<file path="src/alb_defs.svh">
`ifndef ALB_DEFS_SVH
`define ALB_DEFS_SVH

////////////////////////////////////////
// Buffer geometry
////////////////////////////////////////

// Response ring buffer entries
`define ALB_DEPTH 3
// Read and write pointer width
`define ALB_PTR_W 2
// Instruction counter width, up to two instructions per entry
`define ALB_CNT_W 3
// Fetches allowed in flight
`define ALB_OUTSTND_MAX 2

////////////////////////////////////////
// Data widths and encodings
////////////////////////////////////////

`define ALB_XLEN 32
`define ALB_HALF_W 16
// Low opcode bits of a 32-bit instruction
`define ALB_UNCOMP 2'b11

`endif

</file>
<file path="src/alb_pkg.sv">
`include "alb_defs.svh"

package alb_pkg;

  ////////////////////////////////////////
  // Fetch word
  ////////////////////////////////////////

  // Two halfwords, upper one first
  typedef struct packed {
    logic [`ALB_HALF_W-1:0] hi;
    logic [`ALB_HALF_W-1:0] lo;
  } alb_half_pair_t;

  // One 32-bit fetch word, read either as a full instruction
  // or as two halfwords for compressed and split instructions
  typedef union packed {
    logic [`ALB_XLEN-1:0] instr;
    alb_half_pair_t       half;
  } alb_word_u;

  ////////////////////////////////////////
  // Buffer entry
  ////////////////////////////////////////

  // Stored response: fetch word plus its bus error
  typedef struct packed {
    alb_word_u word;
    logic      err;
  } alb_entry_t;

endpackage

</file>
<file path="src/alb_rd_if.sv">
// Read side of the response buffer
// The buffer presents its two oldest entries, the aligner consumes them
interface alb_rd_if;
  import alb_pkg::*;

  // Entry at the read pointer
  alb_entry_t q0;
  // Entry after the read pointer
  alb_entry_t q1;
  logic       q0_valid;
  logic       q1_valid;

  // Move the read pointer one entry forward
  logic       adv;
  // Release the entry at the read pointer
  logic       clr_q0;

  modport fifo (
    output q0,
    output q1,
    output q0_valid,
    output q1_valid,
    input  adv,
    input  clr_q0
  );

  modport aligner (
    input  q0,
    input  q1,
    input  q0_valid,
    input  q1_valid,
    output adv,
    output clr_q0
  );

endinterface

</file>
<file path="src/alb_aligner.sv">
`include "alb_defs.svh"

module alb_aligner (
  input  logic                 clk,
  input  logic                 rst_n,
  input  logic                 kill_i,
  input  logic                 pc_set_i,
  input  logic [`ALB_XLEN-1:0] branch_addr_i,
  input  logic                 resp_accept_i,
  input  alb_pkg::alb_entry_t  resp_entry_i,
  input  logic                 instr_ready_i,
  alb_rd_if.aligner            rd,
  output logic                 emit_o,
  output logic                 instr_valid_o,
  output logic [`ALB_XLEN-1:0] instr_rdata_o,
  output logic                 instr_err_o,
  output logic [`ALB_XLEN-1:0] instr_addr_o
);
  import alb_pkg::*;

  // Current instruction address
  logic [`ALB_XLEN-1:0] addr_q, addr_n;
  logic [`ALB_XLEN-1:0] addr_incr;

  // Word holding the low half of the instruction
  alb_word_u aligned_word;
  logic      aligned_err;
  // Word following it, for the upper half of split instructions
  alb_word_u next_word;
  logic      next_err;
  // Instruction starting at an odd halfword
  alb_word_u split_word;
  logic      split_err;

  logic      any_valid;
  logic      split_valid;
  logic      lo_is_comp;
  logic      hi_is_comp;
  logic      word_done;

  ////////////////////////////////////////
  // Source selection
  ////////////////////////////////////////

  // Buffered data first, else the word arriving now
  assign aligned_word = rd.q0_valid ? rd.q0.word : resp_entry_i.word;
  assign aligned_err  = rd.q0_valid ? rd.q0.err  : resp_entry_i.err;
  assign next_word    = rd.q1_valid ? rd.q1.word : resp_entry_i.word;
  assign next_err     = rd.q1_valid ? rd.q1.err  : resp_entry_i.err;

  // Upper half of current word below, lower half of next word above
  assign split_word.half.lo = aligned_word.half.hi;
  assign split_word.half.hi = next_word.half.lo;

  assign lo_is_comp = (aligned_word.half.lo[1:0] != `ALB_UNCOMP);
  assign hi_is_comp = (aligned_word.half.hi[1:0] != `ALB_UNCOMP);

  // Second word only counts when the instruction reaches into it
  assign split_err = aligned_err | (!hi_is_comp & next_err);

  assign any_valid   = rd.q0_valid || resp_accept_i;
  // q1 valid implies q0 valid
  assign split_valid = rd.q1_valid || (rd.q0_valid && resp_accept_i);

  ////////////////////////////////////////
  // Decode side outputs
  ////////////////////////////////////////

  assign instr_rdata_o = addr_q[1] ? split_word.instr : aligned_word.instr;
  assign instr_err_o   = addr_q[1] ? split_err : aligned_err;
  assign instr_addr_o  = addr_q;

  always_comb begin
    if (kill_i) begin
      instr_valid_o = 1'b0;
    end else if (addr_q[1]) begin
      // Odd halfword, uncompressed needs the following word too
      instr_valid_o = any_valid && (hi_is_comp || split_valid);
    end else begin
      instr_valid_o = any_valid;
    end
  end

  assign emit_o = instr_valid_o && instr_ready_i;

  ////////////////////////////////////////
  // Address and buffer advance
  ////////////////////////////////////////

  assign addr_incr = {addr_q[`ALB_XLEN-1:2], 2'b00} + `ALB_XLEN'(4);

  // Current word is used up unless an aligned compressed leaves its upper half
  assign word_done = addr_q[1] || !lo_is_comp;

  always_comb begin
    if (addr_q[1]) begin
      // Split uncompressed ends halfway into the next word
      addr_n = {addr_incr[`ALB_XLEN-1:2], !hi_is_comp, 1'b0};
    end else if (lo_is_comp) begin
      addr_n = {addr_q[`ALB_XLEN-1:2], 2'b10};
    end else begin
      addr_n = addr_incr;
    end
  end

  assign rd.adv    = emit_o && word_done;
  assign rd.clr_q0 = emit_o && word_done;

  always_ff @(posedge clk or negedge rst_n) begin
    if (!rst_n) begin
      addr_q <= '0;
    end else if (pc_set_i) begin
      // First word received after a branch belongs to this address
      addr_q <= branch_addr_i;
    end else if (emit_o) begin
      addr_q <= addr_n;
    end
  end

endmodule

</file>
<file path="src/alb_ctrl.sv">
`include "alb_defs.svh"

module alb_ctrl (
  input  logic                 clk,
  input  logic                 rst_n,
  input  logic                 instr_req_i,
  input  logic                 kill_i,
  input  logic                 pc_set_i,
  input  logic [`ALB_XLEN-1:0] branch_addr_i,
  input  logic                 fetch_ready_i,
  input  logic                 resp_valid_i,
  input  alb_pkg::alb_word_u   resp_word_i,
  input  logic                 emit_i,
  output logic                 fetch_valid_o,
  output logic                 resp_accept_o,
  output logic                 busy_o,
  output logic                 protocol_err_o
);

  localparam int unsigned OUT_W = $clog2(`ALB_OUTSTND_MAX + 1);
  localparam int unsigned CNT_W = `ALB_CNT_W;

  // Fetches in flight and stale responses still to drop
  logic [OUT_W-1:0] outstnd_q, outstnd_n;
  logic [OUT_W-1:0] flush_q, flush_n;
  logic             cnt_up, cnt_down;

  // Complete instructions held in the buffer
  logic [CNT_W-1:0] instr_cnt_q, instr_cnt_n;
  logic [CNT_W-1:0] cnt_minus_pop;
  // Emission seen last cycle
  logic             pop_q;

  // Write-side tracker
  logic             aligned_q, aligned_n;
  logic             complete_q, complete_n;
  logic [1:0]       n_incoming;
  logic             lo_uncomp, hi_uncomp;

  ////////////////////////////////////////
  // Fetch request
  ////////////////////////////////////////

  assign cnt_minus_pop = instr_cnt_q - CNT_W'(pop_q);

  // Ask for a word when the buffer runs dry or on a branch
  assign fetch_valid_o = instr_req_i &&
                         (outstnd_q < OUT_W'(`ALB_OUTSTND_MAX)) &&
                         (pc_set_i ||
                          (cnt_minus_pop == '0) ||
                          ((cnt_minus_pop == CNT_W'(1)) && (outstnd_q == '0)));

  assign busy_o = (outstnd_q != '0) || fetch_valid_o;

  // Response with no fetch in flight
  assign protocol_err_o = resp_valid_i && (outstnd_q == '0);

  // Responses are dropped while the flush count is nonzero
  assign resp_accept_o = resp_valid_i && (flush_q == '0);

  ////////////////////////////////////////
  // Outstanding and flush counters
  ////////////////////////////////////////

  assign cnt_up   = fetch_valid_o && fetch_ready_i;
  // Spurious responses leave the count alone
  assign cnt_down = resp_valid_i && (outstnd_q != '0);

  always_comb begin
    outstnd_n = outstnd_q;
    if (cnt_up && !cnt_down) begin
      outstnd_n = outstnd_q + OUT_W'(1);
    end else if (!cnt_up && cnt_down) begin
      outstnd_n = outstnd_q - OUT_W'(1);
    end
  end

  always_comb begin
    flush_n = flush_q;
    if (pc_set_i) begin
      // Every fetch in flight is stale, minus the one landing now
      flush_n = cnt_down ? (outstnd_q - OUT_W'(1)) : outstnd_q;
    end else if (resp_valid_i && (flush_q != '0)) begin
      flush_n = flush_q - OUT_W'(1);
    end
  end

  ////////////////////////////////////////
  // Instruction tracker
  ////////////////////////////////////////

  assign lo_uncomp = (resp_word_i.half.lo[1:0] == `ALB_UNCOMP);
  assign hi_uncomp = (resp_word_i.half.hi[1:0] == `ALB_UNCOMP);

  always_comb begin
    aligned_n  = aligned_q;
    complete_n = complete_q;
    n_incoming = 2'd0;
    if (pc_set_i) begin
      // Odd-halfword target, low half of first word is skipped
      aligned_n  = !branch_addr_i[1];
      complete_n = branch_addr_i[1];
    end else if (resp_accept_o) begin
      if (aligned_q && lo_uncomp) begin
        // Whole word is one instruction, state unchanged
        n_incoming = 2'd1;
      end else if (aligned_q || !complete_q) begin
        // Low half closes an instruction, upper half decides the rest
        n_incoming = hi_uncomp ? 2'd1 : 2'd2;
        aligned_n  = !hi_uncomp;
        complete_n = !hi_uncomp;
      end else begin
        // First word after an odd target
        n_incoming = hi_uncomp ? 2'd0 : 2'd1;
        aligned_n  = !hi_uncomp;
        complete_n = !hi_uncomp;
      end
    end
  end

  // Emissions are subtracted one cycle late
  always_comb begin
    if (kill_i) begin
      instr_cnt_n = '0;
    end else begin
      instr_cnt_n = instr_cnt_q + CNT_W'(n_incoming) - CNT_W'(pop_q);
    end
  end

  always_ff @(posedge clk or negedge rst_n) begin
    if (!rst_n) begin
      outstnd_q   <= '0;
      flush_q     <= '0;
      instr_cnt_q <= '0;
      pop_q       <= 1'b0;
      aligned_q   <= 1'b0;
      complete_q  <= 1'b0;
    end else begin
      outstnd_q   <= outstnd_n;
      flush_q     <= flush_n;
      instr_cnt_q <= instr_cnt_n;
      pop_q       <= emit_i;
      aligned_q   <= aligned_n;
      complete_q  <= complete_n;
    end
  end

endmodule

</file>
<file path="src/alb_fifo.sv">
`include "alb_defs.svh"

module alb_fifo (
  input  logic                clk,
  input  logic                rst_n,
  input  logic                kill_i,
  input  logic                pc_set_i,
  input  logic                resp_accept_i,
  input  alb_pkg::alb_entry_t resp_entry_i,
  alb_rd_if.fifo              rd
);
  import alb_pkg::*;

  localparam int unsigned DEPTH = `ALB_DEPTH;
  localparam int unsigned PTR_W = `ALB_PTR_W;

  // Entry storage
  alb_entry_t        mem [DEPTH];
  logic [DEPTH-1:0]  valid_q, valid_n;
  logic [PTR_W-1:0]  wptr_q;
  logic [PTR_W-1:0]  rptr_q;
  logic [PTR_W-1:0]  rptr_nxt;

  // Ring increment
  function automatic logic [PTR_W-1:0] next_ptr(input logic [PTR_W-1:0] p);
    logic [PTR_W-1:0] n;
    if (p == PTR_W'(DEPTH - 1)) begin
      n = '0;
    end else begin
      n = p + PTR_W'(1);
    end
    return n;
  endfunction

  ////////////////////////////////////////
  // Read side
  ////////////////////////////////////////

  assign rptr_nxt    = next_ptr(rptr_q);
  assign rd.q0       = mem[rptr_q];
  assign rd.q1       = mem[rptr_nxt];
  assign rd.q0_valid = valid_q[rptr_q];
  assign rd.q1_valid = valid_q[rptr_nxt];

  ////////////////////////////////////////
  // Valid bits and pointers
  ////////////////////////////////////////

  // Release wins over a same-entry write, which covers a word
  // consumed straight from the bus
  always_comb begin
    valid_n = valid_q;
    if (resp_accept_i) begin
      valid_n[wptr_q] = 1'b1;
    end
    if (rd.clr_q0) begin
      valid_n[rptr_q] = 1'b0;
    end
  end

  always_ff @(posedge clk or negedge rst_n) begin
    if (!rst_n) begin
      valid_q <= '0;
      wptr_q  <= '0;
      rptr_q  <= '0;
    end else begin
      if (kill_i) begin
        valid_q <= '0;
      end else begin
        valid_q <= valid_n;
      end
      if (pc_set_i) begin
        wptr_q <= '0;
        rptr_q <= '0;
      end else begin
        if (resp_accept_i) begin
          wptr_q <= next_ptr(wptr_q);
        end
        if (rd.adv) begin
          rptr_q <= rptr_nxt;
        end
      end
    end
  end

  // Payload storage
  always_ff @(posedge clk) begin
    if (resp_accept_i && !kill_i) begin
      mem[wptr_q] <= resp_entry_i;
    end
  end

endmodule

</file>
<file path="src/alb_top.sv">
`include "alb_defs.svh"

module alb_top (
  input  logic                 clk,
  input  logic                 rst_n,

  // Core controller
  input  logic                 instr_req_i,
  input  logic                 kill_i,
  input  logic                 pc_set_i,
  input  logic [`ALB_XLEN-1:0] branch_addr_i,

  // Prefetch request
  output logic                 fetch_valid_o,
  input  logic                 fetch_ready_i,

  // Prefetch response, no back-pressure
  input  logic                 resp_valid_i,
  input  logic [`ALB_XLEN-1:0] resp_rdata_i,
  input  logic                 resp_err_i,

  // Decode side
  output logic                 instr_valid_o,
  input  logic                 instr_ready_i,
  output logic [`ALB_XLEN-1:0] instr_rdata_o,
  output logic [`ALB_XLEN-1:0] instr_addr_o,
  output logic                 instr_err_o,

  // Status
  output logic                 busy_o,
  output logic                 protocol_err_o
);
  import alb_pkg::*;

  alb_entry_t resp_entry;
  logic       resp_accept;
  logic       emit;

  // Buffer to aligner read port
  alb_rd_if rd_if ();

  assign resp_entry.word.instr = resp_rdata_i;
  assign resp_entry.err        = resp_err_i;

  ////////////////////////////////////////
  // Control
  ////////////////////////////////////////

  alb_ctrl u_ctrl (
    .clk            (clk),
    .rst_n          (rst_n),
    .instr_req_i    (instr_req_i),
    .kill_i         (kill_i),
    .pc_set_i       (pc_set_i),
    .branch_addr_i  (branch_addr_i),
    .fetch_ready_i  (fetch_ready_i),
    .resp_valid_i   (resp_valid_i),
    .resp_word_i    (resp_entry.word),
    .emit_i         (emit),
    .fetch_valid_o  (fetch_valid_o),
    .resp_accept_o  (resp_accept),
    .busy_o         (busy_o),
    .protocol_err_o (protocol_err_o)
  );

  ////////////////////////////////////////
  // Datapath
  ////////////////////////////////////////

  alb_fifo u_fifo (
    .clk           (clk),
    .rst_n         (rst_n),
    .kill_i        (kill_i),
    .pc_set_i      (pc_set_i),
    .resp_accept_i (resp_accept),
    .resp_entry_i  (resp_entry),
    .rd            (rd_if.fifo)
  );

  alb_aligner u_aligner (
    .clk           (clk),
    .rst_n         (rst_n),
    .kill_i        (kill_i),
    .pc_set_i      (pc_set_i),
    .branch_addr_i (branch_addr_i),
    .resp_accept_i (resp_accept),
    .resp_entry_i  (resp_entry),
    .instr_ready_i (instr_ready_i),
    .rd            (rd_if.aligner),
    .emit_o        (emit),
    .instr_valid_o (instr_valid_o),
    .instr_rdata_o (instr_rdata_o),
    .instr_err_o   (instr_err_o),
    .instr_addr_o  (instr_addr_o)
  );

endmodule

</file>
<file path="config.mk">
export PLATFORM = sky130hd
export DESIGN_NAME = alb_top
export DESIGN_NICKNAME = d
export VERILOG_FILES = /design/src/alb_pkg.sv /design/src/alb_rd_if.sv /design/src/alb_aligner.sv /design/src/alb_ctrl.sv /design/src/alb_fifo.sv /design/src/alb_top.sv
export VERILOG_INCLUDE_DIRS = /design/src
export SDC_FILE = /design/constraint.sdc
export NUM_CORES = 1
export LEC_CHECK = 0
export ABC_CLOCK_PERIOD_IN_PS = 7600
export BUFFER_PORTS_ARGS = -buffer_cell sky130_fd_sc_hd__buf_2
export CAP_MARGIN = 20
export CORE_MARGIN = 1
export CORE_UTILIZATION = 45
export DETAILED_ROUTE_END_ITERATION = 16
export PLACE_DENSITY = 0.66
export SYNTH_ARGS = -nofsm -noshare
export SYNTH_HDL_FRONTEND = slang
export SYNTH_SLANG_ARGS = --single-unit
</file>
<file path="constraint.sdc">
create_clock -name clk -period 7.6 [get_ports clk]
set_input_delay 2.28 -clock clk [delete_from_list [all_inputs] [get_ports clk]]
set_output_delay 2.28 -clock clk [all_outputs]
set_load 0.005 [all_outputs]
</file>
Yosys cells after proc, flatten, opt, wreduce, memory -nomap -nowiden --
Memory sizes are Yosys's and may differ from the RTL's. Index checks and enable logic that the tools add are counted.
Word-level totals: register bits after elaboration 49, memory bits (writable) 99, input bits 73, output and inout bits 69, word-level logic and storage cells 134, memories 1
Cells by class: add/sub/neg operators 9, magnitude comparators 6, equal/unequal tests 9, muxes and demuxes 47, bitwise gates (word level) 5, reduce and logical (&&, ||, !) cells 46
Memories:
- u_fifo.mem | depth 3, bits a word 33, rd ports 2, clocked after memory_dff 0, wr ports 1, line alb_fifo.sv:18 | alb_entry_t mem [DEPTH];
Operator list (count):
- 32-bit 2-to-1 mux | 6
- 32-bit by 3-bit adder with 32-bit output, second input constant | 1
- 2-bit 2-to-1 mux | 16
- 1-bit logical AND | 18
- 1-bit 2-to-1 mux | 16
- 16-bit 2-to-1 mux | 1
- 2-bit nonzero test | 7
- 3-bit 2-to-1 mux | 4
- 2-bit by 3-bit less-than comparator with 1-bit output, second input constant | 3
- 2-bit == test, second input constant | 4
- 1-bit zero test | 8
- 1-bit logical OR | 8
- 2-bit by 1-bit adder with 2-bit output, second input constant | 3
- 2-bit != test, second input constant | 3
- 3-bit by 1-bit subtractor with 3-bit output | 2
- 1-bit binary-select mux with 2-bit select | 2
- 1-bit demux with 2-bit select | 2
- 2-bit by 1-bit greater-or-equal comparator with 1-bit output, second input constant | 2
- 2-bit zero test | 2
- 2-bit AND reduction | 2
- 2-bit by 1-bit subtractor with 2-bit output, second input constant | 2
- 3-bit by 2-bit adder with 3-bit output | 1
- 3-bit AND | 1
- 3-bit by 1-bit == test with 1-bit output, second input constant | 1
- other kinds (7) | 7

Longest topological paths before layout --
word-level depth 13, depth in mapped cells 10, mapped depth without buffers 10

By module --
A second synthesis with hierarchy kept.
Unflattened totals: cell total of the unflattened synthesis 767, area total of the unflattened synthesis 8420.6 um^2
Modules (own cells, without submodules):
- alb_fifo | instances 1, cells an instance 358, area an instance 4718.3 um^2, sequential area each 3148.0 um^2
- alb_aligner | instances 1, cells an instance 335, area an instance 2955.3 um^2, sequential area each 800.8 um^2
- alb_ctrl | instances 1, cells an instance 74, area an instance 747.0 um^2, sequential area each 250.2 um^2

Worst setup path after synthesis --
Ideal clock, no wire load.
path type input -> register, start point input kill_i, end point memory u_fifo.mem[0][0] (netlist bit) (enable), setup time 0.509 ns, data arrival time 5.730 ns, required time 7.091 ns, path slack 1.361 ns, stages 2, path buffers 1, cell sequence clkbuf_1 nor4_1
Between the ends: word-level cells in the longest chain between the ends 4
RTL lines:
- start: declaration | line alb_top.sv:9 | input logic kill_i,
- 1-bit zero test | line alb_fifo.sv:88 | if (resp_accept_i && !kill_i) begin
- 1-bit logical AND | line alb_fifo.sv:88
- 1-bit 2-to-1 mux | line alb_fifo.sv:88
- 1-bit 2-to-1 mux (not written as such) | line alb_fifo.sv:89 | mem[wptr_q] <= resp_entry_i;
- end: declaration | line alb_fifo.sv:18
Every way passes these cells.

Final worst setup path --
start point input resp_rdata_i[16], end point output instr_valid_o
Between the ends: word-level cells in the longest chain between the ends 6
RTL lines:
- start: declaration | line alb_top.sv:19 | input logic [`ALB_XLEN-1:0] resp_rdata_i,
- 32-bit 2-to-1 mux | line alb_aligner.sv:46 | assign aligned_word = rd.q0_valid ? rd.q0.word : resp_entry_i.word;
- 2-bit != test (no source line)
- 1-bit logical OR | line alb_aligner.sv:78 | instr_valid_o = any_valid && (hi_is_comp || split_valid);
- 1-bit logical AND | line alb_aligner.sv:78
- 1-bit 2-to-1 mux | line alb_aligner.sv:76 | end else if (addr_q[1]) begin
- 1-bit 2-to-1 mux | line alb_aligner.sv:74 | if (kill_i) begin
- end: declaration | line alb_top.sv:23 | output logic instr_valid_o,
Every way passes these cells.

==> results_dict.tcl <==
set metrics [dict create \
    status "complete, no violations" \
    root_buffer "clkbuf_16" \
    n_fill_cell 1536 \
    crit_slowest_cell "o21ai_1" \
    rsz0062_at_grt "false" \
    slowest_delay_ns 0.27 \
    worstPathRequired_ns 5.32 \
    drt_pass1_iterations 5 \
    synth_nets 860 \
    via_per_inst 5.44 \
    antenna_left 0 \
    worst-endpoint-arrival_ns 3.31 \
    yosysSeqAreaShare_pct 52.6 \
    setup_viol 0 \
    htree_levels 4 \
    initial_core_util_pct 46.2 \
    crit_path_frequent_cell "buf_2" \
    dr.first_iter.drc_count 371 \
    ir_drop_v 0.000166 \
    syn_to_final_growth_pct 18.5 \
    cellLeakagePower_nw 3.56 \
    cts_tree "yes" \
    synth-seq-cells 148 \
    path_cells "buf_2, nand2_1, nor2_1, o21ai_1, o22ai_1, a21oi_1, buf_2" \
    end_kind "primary output" \
    synth_top_area_share_pct 37.2 \
    slew_violations 0 \
    cp-start-kind "primary input" \
    synth.most_common_cell "nor2_1" \
    synth_cell_types 53 \
    drive_above_1_share_pct 23.0 \
    drcViolationCount 0 \
    r2r_setup_slack_ns 4.34 \
    relSlewSlack_pct 39.5 \
    routed_wl_mm 19.0 \
    hold_viol 0 \
    postCtsSetupRepairBufs 0 \
    die_h_um 135 \
    overflow 0 \
    first_global_vias 5891 \
    skew_ns 0.00708 \
    gp_routability_congestion 0.811 \
    critical-path-top-delay-family "compound AO/OA/AOI/OAI gates" \
    clockBufferDepth 2 \
    cts-resized-gates 0 \
    pin_count 142 \
    synth_top_area_cell "edfxtp_1" \
    core_area_um2 17300 \
    rows 48 \
    grt_max_degree 84 \
    dp.final_hpwl_mm 12.1 \
    power.density_nw_per_um2 258 \
    crit_buf_inv 2 \
    antenna_found_initial 1 \
    cts_sinks 148 \
    min-delay-path-class "register to register" \
    synth_edf_count 99 \
    finalCritPeriodShare_pct 73.5 \
    yosysWarnings 0 \
    syn_inst 776 \
    detail_route.wl_per_cell_um 16.8 \
    io_buffers 141 \
    cts_buffers 17 \
    grt_pass1_wl_mm 30.8 \
    tightest_slew_ns 0.901 \
    ctsHoldBuffers 0 \
    grtUsageTotal_pct 21.9 \
    final_nets 978 \
    worstSetupPathType "primary input to primary output" \
    finalSetupTns_ns 0 \
    period_needed_ns 5.59 \
    max_cap_viol_count 0 \
    clock_latency_ns 0.42 \
    synth_commonest_cells "111 x nor2_1, 102 x a21oi_1, 99 x edfxtp_1" \
    regArea_um2 4200 \
    synth_area_leaders "edfxtp_1 37%, dfrtp_1 15%, mux2i_1 9.8%" \
    ys_async_sr_fraction_pct 33.1 \
    vias 6166 \
    synth_area_um2 7990 \
    multi_input_area_um2 3510 \
    dieWidth_um 135 \
    utilization_pct 54.7 \
    cp_max_fo 6 \
    fmax_ghz 0.179 \
    avgSynthCellArea_um2 10.3 \
    synthFlopType "edfxtp_1" \
    path_clk_slew_ns 0.07 \
    die-area_um2 18300 \
]
[where the power goes]
| group | total (mW) | internal (mW) | leakage [nW] | switching [mW] |
|---|---|---|---|---|
| clock network | 0.834 | 0.467 | 0.284 | 0.368 |
| registers | 0.980 | 0.933 | 1.49 | 0.0469 |
| logic | 0.631 | 0.256 | 1.79 | 0.375 |
[flip-flops by register name (all words and copies together), names as in the netlist]
| name | cells |
|---|---|
| u_fifo.wptr_q | 2 |
| u_ctrl.flush_q | 2 |
| u_ctrl.complete_q | 1 |
| u_ctrl.aligned_q | 1 |
| u_ctrl.pop_q | 1 |
| u_fifo.rptr_q | 2 |
| u_fifo.mem | 99 |
| u_ctrl.outstnd_q | 2 |
| u_fifo.valid_q | 3 |
| u_aligner.instr_addr_o | 32 |
| u_ctrl.instr_cnt_q | 3 |
[layer usage]
| layer | GRT usage, % | up-vias | share of wire [%] |
|---|---|---|---|
| li1 | - | 3053 | - |
| met1 | 29.6 | 2942 | 47 |
| met2 | 34.8 | 154 | 48 |
| met3 | 4.86 | 17 | 4.6 |
| met4 | 7.24 | 0 | 1.2 |
| met5 | 0 | - | 0 |
[cell type report]
cell class | count | area share, %
inverter | 17 | 0.674
clock inverter | 15 | 1.74
sequential | 148 | 44.4
timing repair buffer | 156 | 8.65
antenna | 1 | 0.0264
tap | 225 | 2.97
clock buffer | 17 | 4.49
multi-input combinational | 554 | 37.0
[kinds of logic (layout without fill, tap and decap cells)]
kind of cell               Yosys count  count (layout)  synth area share (%)
AOI/OAI and AO/OA                  177             177                  13.1
xor gates and xnor gates            30              30                  3.29
adders and majority gates           11              11                  1.82
buffers and inverters               74             205                  3.68
DFF                                148             148                  52.6
muxes                               86              86                  11.0
other                                0               1                     0
and+or+nand+nor                    250             250                  14.5
[path summary, 6_finish.rpt]
kind,from,end,cells past startpoint
max in group asynchronous,rst_n,u_aligner.instr_addr_o[1],2
min in group asynchronous,rst_n,u_aligner.instr_addr_o[25],2
worst min-delay path,u_ctrl.outstnd_q[0],u_ctrl.outstnd_q[0],1
worst max register to register,u_fifo.rptr_q[0],u_aligner.instr_addr_o[3],9
worst min register to register,u_ctrl.outstnd_q[0],u_ctrl.outstnd_q[0],1
worst max-delay path,resp_rdata_i[16],instr_valid_o,7
[metrics by stage]
step	hold WS [ns]	worst slack (ns)	cells	total power, mW	instance area, um^2
final	0.477	2.01	1133	2.45	9470
after detailed placement	0.468	2.02	1100	1.63	8870
after global routing	0.500	1.90	1132	2.58	9460
after CTS	0.481	2.00	1132	2.47	9460
after global placement	0.469	2.07	1100	1.62	8870
after floorplan	0.446	1.36	776	1.41	7990
[layout by cell type (no fill, tap or decap), types with 3 or more instances in the layout]
master | Yosys | layout
a211oi_1 | 14 | 14
a21oi_1 | 102 | 102
a22oi_1 | 4 | 4
a31oi_1 | 4 | 4
and2_1 | 4 | 4
and3_1 | 4 | 4
and4_1 | 3 | 3
buf_2 | 4 | 141
buf_4 | 1 | 15
clkbuf_16 | 0 | 17
dfrtp_1 | 49 | 46
dfrtp_2 | 0 | 3
edfxtp_1 | 99 | 99
ha_1 | 10 | 10
inv_1 | 16 | 16
inv_6 | 0 | 6
inv_8 | 0 | 3
mux2_2 | 4 | 4
mux2i_1 | 78 | 78
nand2_1 | 53 | 53
nand2b_1 | 7 | 7
nand3_1 | 15 | 15
nand4_1 | 8 | 8
nor2_1 | 111 | 111
nor2b_1 | 4 | 4
nor3_1 | 15 | 14
nor4_1 | 21 | 20
o21ai_0 | 9 | 9
o21ai_1 | 25 | 25
xnor2_1 | 26 | 26
xor2_1 | 4 | 4
Note: power is estimated with default switching activity, not from simulation.
